===== src/common/beacon_pkg.sv =====
// Timing beacon shared definitions

package beacon_pkg;

  //--------------------------------------------------------------------------
  // XGMII word types
  //--------------------------------------------------------------------------

  // One transmit or receive data word, seen whole or as byte lanes
  // Lane 0 is the least significant byte
  typedef union packed {
    logic [63:0]     word;
    logic [7:0][7:0] lane;
  } xgmii_word_u;

  // One control bit per lane, set for a control character
  typedef logic [7:0] xgmii_ctrl_t;

  //--------------------------------------------------------------------------
  // XGMII characters and control vectors
  //--------------------------------------------------------------------------

  localparam logic [7:0] XGMII_IDLE    = 8'h07;
  localparam logic [7:0] XGMII_START   = 8'hfb;
  localparam logic [7:0] XGMII_TERM    = 8'hfd;
  localparam logic [7:0] PREAMBLE_BYTE = 8'h55;
  localparam logic [7:0] SFD_BYTE      = 8'hd5;

  localparam xgmii_ctrl_t CTRL_ALL   = 8'hff;
  localparam xgmii_ctrl_t CTRL_START = 8'h01;
  localparam xgmii_ctrl_t CTRL_NONE  = 8'h00;

  //--------------------------------------------------------------------------
  // Beat frame layout
  //--------------------------------------------------------------------------

  // Step 0 idle, 1 start, 2 to 8 payload, 9 terminate
  typedef logic [3:0] beat_step_t;

  localparam beat_step_t STEP_IDLE     = 4'd0;
  localparam beat_step_t STEP_START    = 4'd1;
  localparam beat_step_t FIRST_PAYLOAD = 4'd2;
  localparam beat_step_t LAST_PAYLOAD  = 4'd8;
  localparam beat_step_t STEP_TERM     = 4'd9;

  //--------------------------------------------------------------------------
  // PPS generator
  //--------------------------------------------------------------------------

  // Reference cycles counted within one second
  typedef logic [32:0] pps_count_t;

endpackage


===== src/common/beat_if.sv =====
// Beat frame word selection

`timescale 1ns/1ns

interface beat_if;

  // One-hot word selection, exactly one line high each cycle
  logic send_idle;
  logic send_start;
  logic send_payload;
  logic send_term;

  // Current frame step, used as the payload sequence number
  beacon_pkg::beat_step_t step;

  modport sequencer (
    output send_idle,
    output send_start,
    output send_payload,
    output send_term,
    output step
  );

  modport port (
    input send_idle,
    input send_start,
    input send_payload,
    input send_term,
    input step
  );

endinterface


===== src/beat/beat_sequencer.sv =====
// Beat frame sequencer

`timescale 1ns/1ns

module beat_sequencer (
  input  logic     TEN_MHZ_INA,
  input  logic     rst_n,
  input  logic     pps_in,
  beat_if.sequencer beat
);

  // Two-flop synchronizer for the external PPS
  logic pps_meta;
  logic pps_sync;

  beacon_pkg::beat_step_t step_q;

  //--------------------------------------------------------------------------
  // PPS synchronizer
  //--------------------------------------------------------------------------
  always_ff @(posedge TEN_MHZ_INA) begin
    if (!rst_n) begin
      pps_meta <= 1'b0;
      pps_sync <= 1'b0;
    end else begin
      pps_meta <= pps_in;
      pps_sync <= pps_meta;
    end
  end

  //--------------------------------------------------------------------------
  // Step counter
  //--------------------------------------------------------------------------

  // Leaves idle on the PPS level, so a long pulse starts back-to-back frames
  always_ff @(posedge TEN_MHZ_INA) begin
    if (!rst_n) begin
      step_q <= beacon_pkg::STEP_IDLE;
    end else begin
      case (step_q)
        beacon_pkg::STEP_IDLE: begin
          if (pps_sync) begin
            step_q <= beacon_pkg::STEP_START;
          end
        end
        beacon_pkg::STEP_TERM: begin
          step_q <= beacon_pkg::STEP_IDLE;
        end
        default: begin
          step_q <= step_q + 4'd1;
        end
      endcase
    end
  end

  //--------------------------------------------------------------------------
  // Word selection decode
  //--------------------------------------------------------------------------
  assign beat.step         = step_q;
  assign beat.send_idle    = (step_q == beacon_pkg::STEP_IDLE);
  assign beat.send_start   = (step_q == beacon_pkg::STEP_START);
  assign beat.send_payload = (step_q >= beacon_pkg::FIRST_PAYLOAD) &&
                             (step_q <= beacon_pkg::LAST_PAYLOAD);
  assign beat.send_term    = (step_q == beacon_pkg::STEP_TERM);

endmodule


===== src/beat/xgmii_beat_port.sv =====
// XGMII beat transmit and receive port

`timescale 1ns/1ns

module xgmii_beat_port (
  input  logic                    TEN_MHZ_INA,
  input  logic                    rst_n,
  beat_if.port                    beat,
  input  beacon_pkg::xgmii_ctrl_t xgmii_rxc,
  output beacon_pkg::xgmii_word_u xgmii_txd,
  output beacon_pkg::xgmii_ctrl_t xgmii_txc,
  output logic                    beat_send,
  output logic                    beat_recv
);

  beacon_pkg::xgmii_word_u next_txd;
  beacon_pkg::xgmii_ctrl_t next_txc;

  //--------------------------------------------------------------------------
  // Word builder
  //--------------------------------------------------------------------------
  always_comb begin
    next_txd.word = '0;
    next_txc      = beacon_pkg::CTRL_ALL;
    unique case (1'b1)
      beat.send_start: begin
        // Start character, preamble and SFD
        next_txd.lane[0] = beacon_pkg::XGMII_START;
        for (int i = 1; i < 7; i++) begin
          next_txd.lane[i] = beacon_pkg::PREAMBLE_BYTE;
        end
        next_txd.lane[7] = beacon_pkg::SFD_BYTE;
        next_txc         = beacon_pkg::CTRL_START;
      end
      beat.send_payload: begin
        // Sequence number as one plain data word
        next_txd.word = 64'(beat.step);
        next_txc      = beacon_pkg::CTRL_NONE;
      end
      beat.send_term: begin
        next_txd.lane[0] = beacon_pkg::XGMII_TERM;
        for (int i = 1; i < 8; i++) begin
          next_txd.lane[i] = beacon_pkg::XGMII_IDLE;
        end
      end
      beat.send_idle: begin
        for (int i = 0; i < 8; i++) begin
          next_txd.lane[i] = beacon_pkg::XGMII_IDLE;
        end
      end
    endcase
  end

  //--------------------------------------------------------------------------
  // Output registers
  //--------------------------------------------------------------------------
  always_ff @(posedge TEN_MHZ_INA) begin
    if (!rst_n) begin
      xgmii_txd.word <= {8{beacon_pkg::XGMII_IDLE}};
      xgmii_txc      <= beacon_pkg::CTRL_ALL;
      beat_send      <= 1'b0;
    end else begin
      xgmii_txd <= next_txd;
      xgmii_txc <= next_txc;
      beat_send <= !beat.send_idle;
    end
  end

  // Anything other than all-control on the receive lanes counts as activity
  always_ff @(posedge TEN_MHZ_INA) begin
    if (!rst_n) begin
      beat_recv <= 1'b0;
    end else begin
      beat_recv <= (xgmii_rxc != beacon_pkg::CTRL_ALL);
    end
  end

endmodule


===== src/verilog/pps_generator.sv =====
// Internal one pulse per second generator

`timescale 1ns/1ns

module pps_generator #(
  parameter int unsigned SECOND_TICKS = 10_000_000,
  parameter int unsigned PULSE_TICKS  = 100
) (
  input  logic                   TEN_MHZ_INA,
  input  logic                   rst_n,
  input  beacon_pkg::pps_count_t adjust_value,
  input  logic                   adjust_flag,
  output logic                   pps_out
);

  localparam beacon_pkg::pps_count_t LAST_COUNT  = beacon_pkg::pps_count_t'(SECOND_TICKS - 1);
  localparam beacon_pkg::pps_count_t PULSE_COUNT = beacon_pkg::pps_count_t'(PULSE_TICKS);

  beacon_pkg::pps_count_t second_cnt;

  // Last adjust flag taken, a change requests a new phase
  logic flag_seen;

  //--------------------------------------------------------------------------
  // Second counter with phase adjustment
  //--------------------------------------------------------------------------
  always_ff @(posedge TEN_MHZ_INA) begin
    if (!rst_n) begin
      second_cnt <= '0;
      flag_seen  <= 1'b0;
    end else if (second_cnt < LAST_COUNT) begin
      second_cnt <= second_cnt + 1'b1;
    end else if (adjust_flag != flag_seen) begin
      // New phase only at the second boundary
      second_cnt <= adjust_value;
      flag_seen  <= adjust_flag;
    end else begin
      second_cnt <= '0;
    end
  end

  //--------------------------------------------------------------------------
  // Pulse register
  //--------------------------------------------------------------------------
  always_ff @(posedge TEN_MHZ_INA) begin
    if (!rst_n) begin
      pps_out <= 1'b0;
    end else begin
      pps_out <= (second_cnt < PULSE_COUNT);
    end
  end

endmodule


===== src/verilog/timing_beacon.sv =====
// Timing beacon top level

`timescale 1ns/1ns

module timing_beacon #(
  parameter int unsigned SECOND_TICKS = 10_000_000,
  parameter int unsigned PULSE_TICKS  = 100
) (
  input  logic        TEN_MHZ_INA,
  input  logic        rst_n,

  // External PPS that triggers the beat frame
  input  logic        pps_in,

  // Phase adjustment for the internal PPS
  input  logic [32:0] adjust_value,
  input  logic        adjust_flag,

  input  logic [7:0]  xgmii_rxc,

  output logic        pps_out,
  output logic [63:0] xgmii_txd,
  output logic [7:0]  xgmii_txc,
  output logic        beat_send,
  output logic        beat_recv
);

  beat_if beat_bus ();

  //--------------------------------------------------------------------------
  // Internal PPS
  //--------------------------------------------------------------------------
  pps_generator #(
    .SECOND_TICKS (SECOND_TICKS),
    .PULSE_TICKS  (PULSE_TICKS)
  ) pps_generator_i (
    .TEN_MHZ_INA  (TEN_MHZ_INA),
    .rst_n        (rst_n),
    .adjust_value (adjust_value),
    .adjust_flag  (adjust_flag),
    .pps_out      (pps_out)
  );

  //--------------------------------------------------------------------------
  // Beat frame
  //--------------------------------------------------------------------------
  beat_sequencer beat_sequencer_i (
    .TEN_MHZ_INA (TEN_MHZ_INA),
    .rst_n       (rst_n),
    .pps_in      (pps_in),
    .beat        (beat_bus.sequencer)
  );

  xgmii_beat_port xgmii_beat_port_i (
    .TEN_MHZ_INA (TEN_MHZ_INA),
    .rst_n       (rst_n),
    .beat        (beat_bus.port),
    .xgmii_rxc   (xgmii_rxc),
    .xgmii_txd   (xgmii_txd),
    .xgmii_txc   (xgmii_txc),
    .beat_send   (beat_send),
    .beat_recv   (beat_recv)
  );

endmodule

===== config.mk =====
export PLATFORM = sky130hd
export DESIGN_NAME = timing_beacon
export DESIGN_NICKNAME = d
export VERILOG_FILES = /design/src/common/beacon_pkg.sv /design/src/common/beat_if.sv /design/src/beat/beat_sequencer.sv /design/src/beat/xgmii_beat_port.sv /design/src/verilog/pps_generator.sv /design/src/verilog/timing_beacon.sv
export SDC_FILE = /design/constraint.sdc
export NUM_CORES = 1
export LEC_CHECK = 0
export ABC_AREA = 0
export BUFFER_PORTS_ARGS = -buffer_cell sky130_fd_sc_hd__buf_2
export CORE_MARGIN = 8
export CORE_UTILIZATION = 49
export CTS_CLUSTER_DIAMETER = 120
export DETAILED_ROUTE_END_ITERATION = 16
export HOLD_SLACK_MARGIN = 0.03
export PLACE_DENSITY = 0.8
export RECOVER_POWER = 100
export SKIP_LAST_GASP = 1
export SYNTH_ARGS = -nofsm -noshare
export SYNTH_HDL_FRONTEND = slang
export SYNTH_SLANG_ARGS = --single-unit

===== constraint.sdc =====
create_clock -name TEN_MHZ_INA -period 2.6 [get_ports TEN_MHZ_INA]
set_input_delay 0.78 -clock TEN_MHZ_INA [delete_from_list [all_inputs] [get_ports TEN_MHZ_INA]]
set_output_delay 0.78 -clock TEN_MHZ_INA [all_outputs]
set_load 0.1 [all_outputs]

Yosys cells after proc, flatten, opt, wreduce, memory -nomap -nowiden
Cells that the tools add are included.
W data, S select, Z words.

word-level totals
  register bits = 115
  word-level logic and storage cells = 32

operators by class
  add/sub/neg operators = 2
  order comparisons = 4
  equal/unequal tests = 5
  muxes and demuxes = 6
  bitwise operators = 1
  reduce and logical (&&, ||, !) cells = 4

operators by type and width
  kind                     count
  $pmux W64 S4             1
  $mux W33                 2
  $add A33 B1 Y33 const B  1
  $lt A33 B24 Y1 const B   1
  $lt A33 B7 Y1 const B    1
  $pmux W8 S2              1
  $ne A8 B8 Y1 const B     1
  $pmux W4 S2              1
  $add A4 B1 Y4 const B    1
  $eq A4 B1 Y1 const B     1
  $eq A4 B4 Y1 const B     1
  $ge A4 B2 Y1 const B     1
  $le A4 B4 Y1 const B     1
  $logic_not A4 Y1         1
  $mux W4                  1
  $ne A2 B2 Y1 const B     1
  $reduce_and A2 Y1        1
  $logic_and A1 B1 Y1      1
  $logic_not A1 Y1         1
  $ne A1 B1 Y1             1
  $not A1 Y1               1

Depth between registers and ports, before layout
Gate-level depths: netlist of the first run.

  depth in word-level cells = 3
  depth in mapped cells = 8
  depth with buffers taken out = 7

Modules after synthesis
From an unflattened synthesis of the first run, not the netlist that was laid out.

second synthesis, totals
  cells, all modules = 369
  area total of the unflattened synthesis = 3193.1 um^2

modules (own cells, without submodules)
  module           times used  cells each  area each (um^2)  sequential area each (um^2)
  pps_generator    1           238         2004.4            700.7
  xgmii_beat_port  1           95          839.6             240.2
  beat_sequencer   1           36          349.1             120.1

Least setup slack after synthesis of the first run
No wires, ideal clock.

  path kind = reg-to-output
  start = register xgmii_beat_port_i.xgmii_txd[62] (netlist name)
  end = output xgmii_txd[14]
  arrival = 1.590 ns
  required time = 1.820 ns
  path slack = 0.230 ns
  cell stages (with the launch flop) = 2
  buffers on the path = 1
  path through = dfxtp_1 buf_4

RTL lines
  item       line                 text
  to (decl)  timing_beacon.sv:22  output logic [63:0] xgmii_txd,

==> results of run 1 <==
==> path summary, 6_finish.rpt <==
kind | from | to
min | beat_sequencer_i.pps_meta | beat_sequencer_i.pps_sync
min reg2reg | beat_sequencer_i.pps_meta | beat_sequencer_i.pps_sync
max reg2reg | pps_generator_i.second_cnt[2] | pps_generator_i.second_cnt[24]
max | xgmii_beat_port_i.xgmii_txd[7] | xgmii_txd[5]
==> cell usage after synthesis, drive strengths merged (6+ instances only) <==
cell type,instances
o21ai,9
inv,6
nand2,13
nand3,20
xor2,7
dfxtp,53
nor2,14
nor4,15
clkbuf,11
o211ai,30
a21oi,28
buf,77
nand4,12
and2,12
xnor2,8
nor3,7
==> kinds of logic after synthesis <==
logic type | count (synthesis) | synth area share (%)
and+or+nand+nor | 113 | 20.8
buffers and inverters | 94 | 19.2
AOI/OAI and AO/OA | 91 | 20.3
DFF | 53 | 33.2
xor gates and xnor gates | 15 | 4.12
adders and majority gates | 5 | 1.96
other | 1 | 0.117
muxes | 1 | 0.314
==> placed cells by master, fill, tap and decap left out, drive strengths merged, types with 2 or more instances in the layout <==
cell type,count
a211o,3
a21o,2
a21oi,28
a22oi,2
a311oi,3
and2,12
and4,2
buf,50
clkbuf,65
clkinv,2
conb,20
dfxtp,53
ha,5
inv,6
nand2,13
nand2b,2
nand3,20
nand3b,2
nand4,12
nor2,14
nor3,7
nor3b,2
nor4,15
o211ai,30
o21a,5
o21ai,9
o31a,4
or3,4
or4,5
xnor2,8
xor2,7
==> registers in the layout, summed over array words and instances, names as in the netlist <==
signal,count
pps_generator_i.pps_out,1
pps_generator_i.flag_seen,1
pps_generator_i.second_cnt,33
beat_sequencer_i.pps_sync,1
xgmii_beat_port_i.xgmii_txd,8
xgmii_beat_port_i.beat_send,1
xgmii_beat_port_i.beat_recv,1
beat_sequencer_i.pps_meta,1
beat_sequencer_i.beat.step,4
xgmii_beat_port_i.xgmii_txc,2
==> stage by stage <==
stage          setup slack, ns  cell area, µm²  utilization [%]  hold slack (ns)
2_1_floorplan            0.230            3260                -            0.412
3_3_place_gp             0.583            3340             52.9            0.419
3_5_place_dp             0.508            3340             52.9            0.422
4_1_cts                  0.458            3440             54.4            0.445
5_1_grt                  0.163            3400             53.9            0.461
6_report                 0.268            3400             53.9            0.441
==> cell type report <==
class                           instances  area (µm²)
Fill cell                             608        2910
Tap cell                               77        96.3
Clock inverter                          2        13.8
Inverter                                6        22.5
Timing Repair Buffer                  109         547
Clock buffer                            6        82.6
Multi-Input combinational cell        245        1580
Sequential cell                        53        1060
==> per-layer routing <==
layer	share of wire, %	global-route usage, %	wire [µm]	up-vias
li1	-	-	-	1362
met1	42	17.3	3190	1242
met2	46	25.9	3560	114
met3	10	7.18	779	11
met4	1.7	6.04	130	0
met5	0	0	0	-
==> insert_results.sql, run 1 <==
INSERT INTO impl_metrics (metric_group, metric, value, unit) VALUES
('run_status', 'outcome', 'completed', ''),
('timing', 'fin_setup_tns', '0', 'ns'),
('final_layout', 'design.final.nets', '470', ''),
('timing', 'slew_viol_final', '0', ''),
('global_routing', 'overflow_left_after_global_routing', '0', ''),
('synthesis', 'synth_top_cells_by_area', 'sky130_fd_sc_hd__dfxtp_1 (33%), sky130_fd_sc_hd__buf_4 (15%), sky130_fd_sc_hd__o211ai_1 (7.1%)', ''),
('global_routing', 'grt_pass1_wl', '12800', 'µm'),
('place', 'port_buffers', '99', ''),
('timing', 'slew_headroom', '7.21', '%'),
('critical_path', 'cp_cell_sequence', 'clkbuf_1', ''),
('critical_path', 'worst_path_max_delay_cell', 'sky130_fd_sc_hd__clkbuf_1', ''),
('die', 'floorplan.die.height', '96.7', 'µm'),
('final_layout', 'final_layout_size_suffix_gt1_share', '26.8', '%'),
('run', 'max_cap_viol_count', '0', ''),
('clock_tree', 'postCtsResizedCells', '0', ''),
('drt', 'post_drt_wl_per_cell', '15.4', 'µm'),
('timing', 'setup_viol_count_final', '0', ''),
('critical_path', 'timing.critical_path.to_type', 'primary output', ''),
('critical_path', 'start_kind', 'flop', ''),
('min_path', 'hold_path_depth', '1', ''),
('synthesis', 'synth_top_area_share', '33.2', '%'),
('drt', 'num_vias', '2729', ''),
('synthesis', 'yosysWarningCount', '0', ''),
('die', 'floorplan.rows', '29', ''),
('place', 'placedCellCount', '490', ''),
('critical_path', 'worstRegToRegCells', '6', ''),
('synthesis', 'post_synth_inst_count', '373', ''),
('final_layout', 'fin_cells', '498', ''),
('clock_tree', 'clock_pin_slew_reported_for_the_worst_setup_and_hold_paths_after_clock_tree_synthesis', '0.10', 'ns'),
('synthesis', 'syn_area_per_cell', '8.56', 'µm²'),
('die', 'die_w', '96.7', 'µm'),
('timing', 'tightest_slew', '1.39', 'ns'),
('drt', 'first_pass_iters', '4', ''),
('drt', 'routed_wl', '7660', 'µm'),
('global_routing', 'pin_count_of_the_biggest_net_entering_global_routing', '30', ''),
('clock_tree', 'postCtsHoldBufs', '0', ''),
('critical_path', 'critical_path_buf_inv_count', '1', ''),
('synthesis', 'post_synthesis_sequential_area_ratio', '33.2', '%'),
('critical_path', 'crit_path_max_incr_delay', '0.88', 'ns'),
('place', 'dp_hpwl', '5830', 'µm'),
('critical_path', 'crit_type', 'reg2out', ''),
('clock_tree', 'cts_root_buf', 'sky130_fd_sc_hd__clkbuf_8', ''),
('critical_path', 'worst-path-max-fanout', '4', ''),
('clock_tree', 'worstSkewPairLatency', '0.31', 'ns'),
('drt', 'drt_drc_violations_left', '0', ''),
('synthesis', 'synth-main-ff-cell', 'sky130_fd_sc_hd__dfxtp_1', ''),
('critical_path', 'setup.reg_to_reg.worst_slack', '0.31', 'ns'),
('drt', 'detail_route.iter0.violations', '101', ''),
('global_routing', 'grt_pass1_vias', '2682', ''),
('synthesis', 'mappedNetlistArea', '3190', 'µm²'),
('synthesis', 'synth_edf_count', '0', ''),
('critical_path', 'cp.depth', '1', ''),
('clock_tree', 'postCtsSetupRepairBufs', '0', ''),
('critical_path', 'timing.critical_path.max_delay_family', 'buffers and inverters', ''),
('die', 'fp.coreArea', '6310', 'µm²'),
('drt', 'route.detailed.vias_per_inst', '5.48', ''),
('min_path', 'hold_class', 'reg2reg', ''),
('die', 'ioPinCount', '120', ''),
('place', 'place_congestion', '0.904', ''),
('synthesis', 'synth_seq_cells', '53', ''),
('critical_path', 'critPathArrivalTime', '1.55', 'ns'),
('timing', 'finalHoldViolCount', '0', ''),
('critical_path', 'cp.required', '1.82', 'ns'),
('global_routing', 'antenna_found_initial', '0', ''),
('die', 'total_die_area', '9350', 'µm²'),
('final_layout', 'antennaDiodeCount', '0', ''),
('timing', 'fin_crit_sh', '89.7', '%'),
('synthesis', 'yosysTopAreaCell', 'sky130_fd_sc_hd__dfxtp_1', ''),
('timing', 'final_critical_delay_including_setup_and_external_delays', '2.33', 'ns'),
('die', 'initial_utilization', '50.6', '%'),
('timing', 'achievable-frequency', '0.429', 'GHz'),
('clock_tree', 'cts_buffer_count', '5', ''),
('synthesis', 'synthArstFlopShare', '0', '%'),
('clock_tree', 'cts_num_sinks', '53', ''),
('clock_tree', 'cts.htree.levels', '2', ''),
('final_layout', 'layout-area-overhead-vs-synth', '6.62', '%'),
('global_routing', 'globalRouteTotalUtil', '15.7', '%'),
('synthesis', 'synth.lib_cells_used.distinct', '52', ''),
('clock_tree', 'tritoncts', 'done', ''),
('drt', 'antenna_left', '0', ''),
('clock_tree', 'cts-root-to-sink-buffers', '2', ''),
('timing', 'rsz_0062_raised_after_global_routing', 'no', ''),
('timing', 'fin_worst_skew', '0.0115', 'ns');
Power of run 1 is not shown: default switching activity piles up to over one toggle a cycle in this logic, so the estimate is an artifact.
==> run 2: changes to the inputs <==
- CORE_UTILIZATION: 49 -> 50
- PLACE_DENSITY: 0.8 -> 0.81
==> run 2 against run 1 <==
Effect of this change:
- die area decreased by 1.7%
- fmax increased by 0.34%
- critical path type unchanged
- critical path depth unchanged
- sequential cell count unchanged
- final cell count decreased by 0.40%
- worst setup slack improved by 0.0080 ns
- utilization about the same
- register-to-register slack improved by 0.08 ns
- worst hold slack improved by 0.0016 ns
- global-route usage decreased by 0.47 points
- first-iteration DRC count increased by 31%
- non-clock buffer count decreased by 2
==> insert_results.sql, run 2 (synthesis gave the netlist of run 1 again) <==
INSERT INTO impl_metrics (metric_group, metric, value, unit) VALUES
('drt', 'post_drt_wl_per_cell', '14.9', 'µm'),
('global_routing', 'grt_pass1_wl', '11400', 'µm'),
('timing', 'tightest_slew', '1.19', 'ns'),
('drt', 'first_pass_iters', '4', ''),
('clock_tree', 'worstSkewPairLatency', '0.31', 'ns'),
('final_layout', 'antennaDiodeCount', '0', ''),
('place', 'placedCellCount', '488', ''),
('die', 'fp.coreArea', '6280', 'µm²'),
('critical_path', 'r2r_start', 'pps_generator_i.second_cnt[19]', ''),
('critical_path', 'worst-path-max-fanout', '4', ''),
('final_layout', 'layout.cells.most_common', 'sky130_fd_sc_hd__dfxtp_1', ''),
('clock_tree', 'cts_buffer_count', '5', ''),
('critical_path', 'crit_path_max_incr_delay', '0.88', 'ns'),
('drt', 'antenna_left', '0', ''),
('clock_tree', 'postCtsSetupRepairBufs', '0', ''),
('clock_tree', 'postCtsHoldBufs', '0', ''),
('final_layout', 'layout-area-overhead-vs-synth', '5.96', '%'),
('final_layout', 'largest_register_ffs', '33', ''),
('timing', 'rsz_0062_raised_after_global_routing', 'no', ''),
('min_path', 'hold_class', 'reg2reg', ''),
('global_routing', 'antenna_found_initial', '0', ''),
('die', 'total_die_area', '9200', 'µm²'),
('critical_path', 'timing.critical_path.max_delay_family', 'buffers and inverters', ''),
('place', 'place_congestion', '0.944', ''),
('timing', 'fin_worst_skew', '0.00859', 'ns'),
('drt', 'drt_drc_violations_left', '0', ''),
('global_routing', 'globalRouteTotalUtil', '15.3', '%'),
('drt', 'routed_wl', '7410', 'µm'),
('clock_tree', 'cts.htree.levels', '2', ''),
('clock_tree', 'tritoncts', 'done', ''),
('critical_path', 'critPathCapture', 'xgmii_txd[7]', ''),
('global_routing', 'pin_count_of_the_biggest_net_entering_global_routing', '27', ''),
('drt', 'num_vias', '2724', ''),
('critical_path', 'critical_path_buf_inv_count', '1', ''),
('critical_path', 'cp_cell_sequence', 'clkbuf_1', ''),
('final_layout', 'final_layout_size_suffix_gt1_share', '26.3', '%'),
('final_layout', 'final_cell_area', '3380', 'µm²'),
('die', 'floorplan.die.height', '95.9', 'µm'),
('run', 'max_cap_viol_count', '0', ''),
('timing', 'fin_setup_tns', '0', 'ns'),
('timing', 'fin_crit_sh', '89.4', '%'),
('final_layout', 'registers.top_by_ff_count', 'pps_generator_i.second_cnt', ''),
('clock_tree', 'cts-root-to-sink-buffers', '2', ''),
('clock_tree', 'cts_root_buf', 'sky130_fd_sc_hd__clkbuf_8', ''),
('drt', 'detail_route.iter0.violations', '132', ''),
('global_routing', 'grt_pass1_vias', '2447', ''),
('die', 'floorplan.rows', '29', ''),
('critical_path', 'worstRegToRegCells', '6', ''),
('critical_path', 'timing.critical_path.to_type', 'primary output', ''),
('critical_path', 'crit_type', 'reg2out', ''),
('timing', 'finalHoldViolCount', '0', ''),
('timing', 'achievable-frequency', '0.430', 'GHz'),
('die', 'initial_utilization', '50.8', '%'),
('critical_path', 'reg2reg_to', 'pps_generator_i.second_cnt[2]', ''),
('critical_path', 'start_kind', 'flop', ''),
('timing', 'final_critical_delay_including_setup_and_external_delays', '2.32', 'ns'),
('critical_path', 'setup.reg_to_reg.worst_slack', '0.39', 'ns'),
('final_layout', 'design.final.nets', '468', ''),
('final_layout', 'fin_cells', '496', ''),
('place', 'dp_hpwl', '5610', 'µm'),
('critical_path', 'cp.required', '1.82', 'ns'),
('critical_path', 'critPathArrivalTime', '1.54', 'ns'),
('place', 'preCtsSetupSlack', '0.499', 'ns'),
('timing', 'setup_viol_count_final', '0', ''),
('place', 'placed_area', '3330', 'µm²'),
('final_layout', 'layout_common_cells', 'sky130_fd_sc_hd__dfxtp_1 (53), sky130_fd_sc_hd__buf_2 (43), sky130_fd_sc_hd__clkbuf_2 (43)', ''),
('timing', 'final.setup.worst_slack', '0.276', 'ns'),
('timing', 'slew_viol_final', '0', ''),
('place', 'port_buffers', '99', ''),
('clock_tree', 'postCtsResizedCells', '0', ''),
('clock_tree', 'cts_num_sinks', '53', ''),
('run_status', 'outcome', 'completed', ''),
('die', 'die_w', '95.9', 'µm'),
('die', 'ioPinCount', '120', ''),
('global_routing', 'overflow_left_after_global_routing', '0', ''),
('timing', 'slew_headroom', '21.3', '%'),
('critical_path', 'worst_path_max_delay_cell', 'sky130_fd_sc_hd__clkbuf_1', ''),
('drt', 'route.detailed.vias_per_inst', '5.49', ''),
('critical_path', 'cp.depth', '1', ''),
('critical_path', 'crit_path_start', 'xgmii_beat_port_i.xgmii_txd[7]', ''),
('clock_tree', 'clock_pin_slew_reported_for_the_worst_setup_and_hold_paths_after_clock_tree_synthesis', '0.09', 'ns');
run 2: area by class of cell:
type                            count  area [µm²]
Fill cell                         608        2900
Multi-Input combinational cell    245        1580
Sequential cell                    53        1060
Timing Repair Buffer              107         536
Tap cell                           77        96.3
Clock buffer                        6        72.6
Inverter                            6        22.5
Clock inverter                      2        10.0
run 2: worst min-delay path by stage:
| stage | slack [ns] | to | depth (start not counted) | start |
|---|---|---|---|---|
| after floorplan | 0.41 | beat_sequencer_i.pps_sync | 1 | beat_sequencer_i.pps_meta |
| after global placement | 0.42 | beat_sequencer_i.pps_sync | 1 | beat_sequencer_i.pps_meta |
| after detailed placement | 0.42 | beat_sequencer_i.pps_sync | 1 | beat_sequencer_i.pps_meta |
| after CTS | 0.44 | beat_sequencer_i.pps_sync | 1 | beat_sequencer_i.pps_meta |
| after global routing | 0.50 | beat_sequencer_i.pps_sync | 1 | beat_sequencer_i.pps_meta |
| final | 0.44 | beat_sequencer_i.pps_sync | 1 | beat_sequencer_i.pps_meta |
run 2: metrics by stage:
stage,hold slack (ns),utilization [%]
after floorplan,0.412,-
after global placement,0.418,53.0
after detailed placement,0.419,53.0
after CTS,0.442,54.3
after global routing,0.503,53.9
final,0.443,53.9
run 2: metal layers:
layer / global-route usage [%] / wire, µm / part of all wire [%] / up-vias
met1: 18.7 / 3140 / 42 / 1233
met5: 0 / 0 / 0 / -
li1: - / - / - / 1362
met2: 25.5 / 3320 / 45 / 121
met4: 4.48 / 80 / 1.1 / 0
met3: 4.21 / 865 / 12 / 8
Power of run 2 is left out for the same reason.
==> run 3: changes to the inputs <==
- ABC_AREA: 0 -> 1
- CORE_UTILIZATION: 50 -> 51
==> run 3 against run 2 <==
Effect of this change:
- count of clock-buffer cells in the layout decreased by 1
- first-iteration DRC count increased by 51%
- global-route usage increased by 0.98 points
- worst hold slack got worse by 0.014 ns
- critical path type unchanged
- critical endpoint unchanged
==> insert_results.sql, run 3 <==
INSERT INTO impl_metrics (metric_group, metric, value, unit) VALUES
('run_status', 'outcome', 'completed', ''),
('die', 'total_die_area', '9560', 'µm²'),
('synthesis', 'syn_area_per_cell', '6.73', 'µm²'),
('final_layout', 'multi_input_logic_area', '1640', 'µm²'),
('drt', 'first_pass_iters', '4', ''),
('timing', 'slew_headroom', '21.1', '%'),
('final_layout', 'layout.cells.most_common', 'sky130_fd_sc_hd__nand2_1', ''),
('pwr', 'swShare', '63.1', '%'),
('synthesis', 'synthArstFlopShare', '0', '%'),
('final_layout', 'layout-area-overhead-vs-synth', '5.65', '%'),
('pwr', 'p_comb_share', '64.2', '%'),
('timing', 'fin_crit_sh', '89.8', '%'),
('drt', 'antenna_left', '0', ''),
('synthesis', 'synth_edf_count', '0', ''),
('synthesis', 'synth_top_cells_by_area', 'sky130_fd_sc_hd__dfxtp_1 (31%), sky130_fd_sc_hd__buf_4 (14%), sky130_fd_sc_hd__nand2_1 (11%)', ''),
('global_routing', 'pin_count_of_the_biggest_net_entering_global_routing', '36', ''),
('synthesis', 'synth_seq_cells', '53', ''),
('critical_path', 'cp.required', '1.82', 'ns'),
('critical_path', 'crit_type', 'reg2out', ''),
('die', 'floorplan.die.height', '97.8', 'µm'),
('critical_path', 'worst-path-max-fanout', '4', ''),
('critical_path', 'critical_path_buf_inv_count', '1', ''),
('critical_path', 'critPathArrivalTime', '1.55', 'ns'),
('timing', 'fin_setup_tns', '0', 'ns'),
('drt', 'drt_drc_violations_left', '0', ''),
('timing', 'final_critical_delay_including_setup_and_external_delays', '2.33', 'ns'),
('pwr', 'pwr_density_cell', '1320', 'nW/µm²'),
('clock_tree', 'postCtsResizedCells', '0', ''),
('pwr', 'clock_power_share', '9.7', '%'),
('global_routing', 'overflow_left_after_global_routing', '0', ''),
('critical_path', 'start_kind', 'flop', ''),
('clock_tree', 'cts.htree.levels', '2', ''),
('clock_tree', 'cts_num_sinks', '53', ''),
('die', 'initial_utilization', '51.4', '%'),
('synthesis', 'synth.lib_cells_used.distinct', '37', ''),
('die', 'floorplan.rows', '30', ''),
('clock_tree', 'postCtsHoldBufs', '0', ''),
('timing', 'slew_viol_final', '0', ''),
('synthesis', 'post_synth_inst_count', '507', ''),
('critical_path', 'reg2reg_to', 'pps_generator_i.second_cnt[22]', ''),
('pwr', 'power_leakage', '1.67', 'nW'),
('die', 'ioPinCount', '120', ''),
('run', 'max_cap_viol_count', '0', ''),
('synthesis', 'synth_top_area_share', '31.1', '%'),
('place', 'place_congestion', '0.963', ''),
('synthesis', 'most_frequent_cell_after_synthesis', 'sky130_fd_sc_hd__nand2_1', ''),
('die', 'fp.coreArea', '6640', 'µm²'),
('global_routing', 'antenna_found_initial', '0', ''),
('timing', 'rsz_0062_raised_after_global_routing', 'no', ''),
('min_path', 'hold_class', 'reg2reg', ''),
('final_layout', 'antennaDiodeCount', '0', ''),
('global_routing', 'globalRouteTotalUtil', '16.2', '%'),
('clock_tree', 'worstSkewPairLatency', '0.31', 'ns'),
('final_layout', 'design.final.nets', '611', ''),
('global_routing', 'grt_pass1_vias', '2964', ''),
('min_path', 'hold_path_start', 'beat_sequencer_i.pps_meta', ''),
('clock_tree', 'clock_pin_slew_reported_for_the_worst_setup_and_hold_paths_after_clock_tree_synthesis', '0.10', 'ns'),
('drt', 'post_drt_wl_per_cell', '12.3', 'µm'),
('final_layout', 'largest_register_ffs', '33', ''),
('critical_path', 'cp_cell_sequence', 'clkbuf_1', ''),
('final_layout', 'final_util', '54.3', '%'),
('synthesis', 'synth.cells.most_frequent', 'sky130_fd_sc_hd__nand2_1 (98), sky130_fd_sc_hd__nor2_1 (80), sky130_fd_sc_hd__buf_4 (64)', ''),
('drt', 'route.detailed.vias_per_inst', '4.84', ''),
('critical_path', 'setup.reg_to_reg.worst_slack', '0.39', 'ns'),
('place', 'dp_hpwl', '6320', 'µm'),
('final_layout', 'layout_common_cells', 'sky130_fd_sc_hd__nand2_1 (101), sky130_fd_sc_hd__nor2_1 (80), sky130_fd_sc_hd__inv_1 (54)', ''),
('timing', 'achievable-frequency', '0.428', 'GHz'),
('drt', 'detail_route.iter0.violations', '199', ''),
('pwr', 'share_seq_of_total_power', '26.1', '%'),
('timing', 'setup_viol_count_final', '0', ''),
('pwr', 'switchingPower', '3.01', 'mW'),
('global_routing', 'grt_pass1_wl', '13300', 'µm'),
('synthesis', 'yosysWarningCount', '0', ''),
('pwr', 'power.ir.vdd_worst', '0.936', 'mV'),
('die', 'die_w', '97.8', 'µm'),
('min_path', 'hold_path_depth', '2', ''),
('drt', 'routed_wl', '7910', 'µm'),
('timing', 'tightest_slew', '1.19', 'ns'),
('pwr', 'cellInternalPower', '1.76', 'mW'),
('clock_tree', 'tritoncts', 'done', ''),
('critical_path', 'worstRegToRegCells', '10', ''),
('clock_tree', 'postCtsSetupRepairBufs', '0', ''),
('clock_tree', 'cts_root_buf', 'sky130_fd_sc_hd__clkbuf_8', ''),
('final_layout', 'seq_area', '1060', 'µm²'),
('synthesis', 'post_synthesis_sequential_area_ratio', '31.1', '%'),
('critical_path', 'worst_path_max_delay_cell', 'sky130_fd_sc_hd__clkbuf_1', ''),
('clock_tree', 'cts-root-to-sink-buffers', '2', ''),
('timing', 'fin_worst_skew', '0.00898', 'ns'),
('synthesis', 'yosysTopAreaCell', 'sky130_fd_sc_hd__dfxtp_1', ''),
('final_layout', 'filler_cell_count', '666', ''),
('clock_tree', 'cts_buffer_count', '5', ''),
('synthesis', 'synth-main-ff-cell', 'sky130_fd_sc_hd__dfxtp_1', ''),
('drt', 'num_vias', '3103', ''),
('critical_path', 'crit_path_max_incr_delay', '0.88', 'ns'),
('place', 'port_buffers', '99', ''),
('critical_path', 'timing.critical_path.to_type', 'primary output', ''),
('min_path', 'worst_hold_path.endpoint', 'beat_sequencer_i.pps_sync', ''),
('synthesis', 'mappedNetlistArea', '3410', 'µm²'),
('critical_path', 'r2r_start', 'pps_generator_i.second_cnt[0]', ''),
('final_layout', 'registers.top_by_ff_count', 'pps_generator_i.second_cnt', ''),
('critical_path', 'timing.critical_path.max_delay_family', 'buffers and inverters', ''),
('final_layout', 'final_layout_size_suffix_gt1_share', '20.5', '%'),
('timing', 'finalHoldViolCount', '0', '');
## run 3: changes by cell type after synthesis, sizes merged, moves of 13 or more
cell	delta
nor2	+68
nand3	+32
inv	+50
nand2	+93
nor4	-13
o211ai	-29
## run 3: per-stage QoR
stage	setup slack [ns]	power, mW	instance area (µm²)	std cells	hold WS (ns)
floorplan	0.230	4.23	3480	526	0.390
global placement	0.763	4.34	3560	634	0.404
detailed placement	0.717	4.38	3560	634	0.408
CTS	0.489	4.83	3640	641	0.430
global route	0.212	5.04	3600	641	0.460
finish	0.265	4.77	3600	641	0.429
## run 3: how the worst max path moves through the flow
stage                                          startpoint                        endpoint  slack [ns]  cells after the start
after floorplan           xgmii_beat_port_i.xgmii_txd[62]                   xgmii_txd[14]        0.23                      1
after global placement                        adjust_flag  pps_generator_i.second_cnt[21]        0.76                      8
after detailed placement                      adjust_flag  pps_generator_i.second_cnt[22]        0.72                      8
after CTS                 xgmii_beat_port_i.xgmii_txd[62]                   xgmii_txd[36]        0.49                      1
after global routing       xgmii_beat_port_i.xgmii_txd[7]                    xgmii_txd[5]        0.21                      1
final                      xgmii_beat_port_i.xgmii_txd[7]                    xgmii_txd[7]        0.27                      1
## run 3: metal layers
layer  up-vias  global-route usage [%]  part of all wire [%]
met4         0                    4.80                   1.4
met3         9                    4.20                   6.0
met2        97                    29.1                    48
li1       1607                       -                     -
met1      1390                    18.4                    44
met5         -                       0                     0
## run 3: final cells by class
| type | count | area share (%) |
|---|---|---|
| clock buffers | 5 | 1.91 |
| multi-input cells | 341 | 45.4 |
| inverters | 56 | 5.83 |
| flip-flops and latches | 53 | 29.4 |
| well taps | 80 | 2.78 |
| clock inverters | 2 | 0.382 |
| repair buffers | 104 | 14.3 |
## run 3: kinds of logic after synthesis
| group | after synthesis | synth area share, % |
|---|---|---|
| AO/OA/AOI/OAI | 39 | 6.60 |
| XOR/XNOR | 14 | 3.81 |
| adder cells (fa/ha/maj) | 5 | 1.83 |
| buffers and inverters | 132 | 22.4 |
| flip-flops | 53 | 31.1 |
| other | 1 | 0.110 |
| AND/OR/NAND/NOR | 263 | 34.1 |
## run 3: power by group through the flow
stage               combinational, mW  sequential, mW  clock, mW
finish                           3.06            1.24      0.461
global route                     3.27            1.27      0.497
CTS                              3.13            1.23      0.465
detailed placement               3.13            1.25          0
global placement                 3.10            1.24          0
floorplan                        2.67            1.56          0
Power figures use the tool's default switching activity.
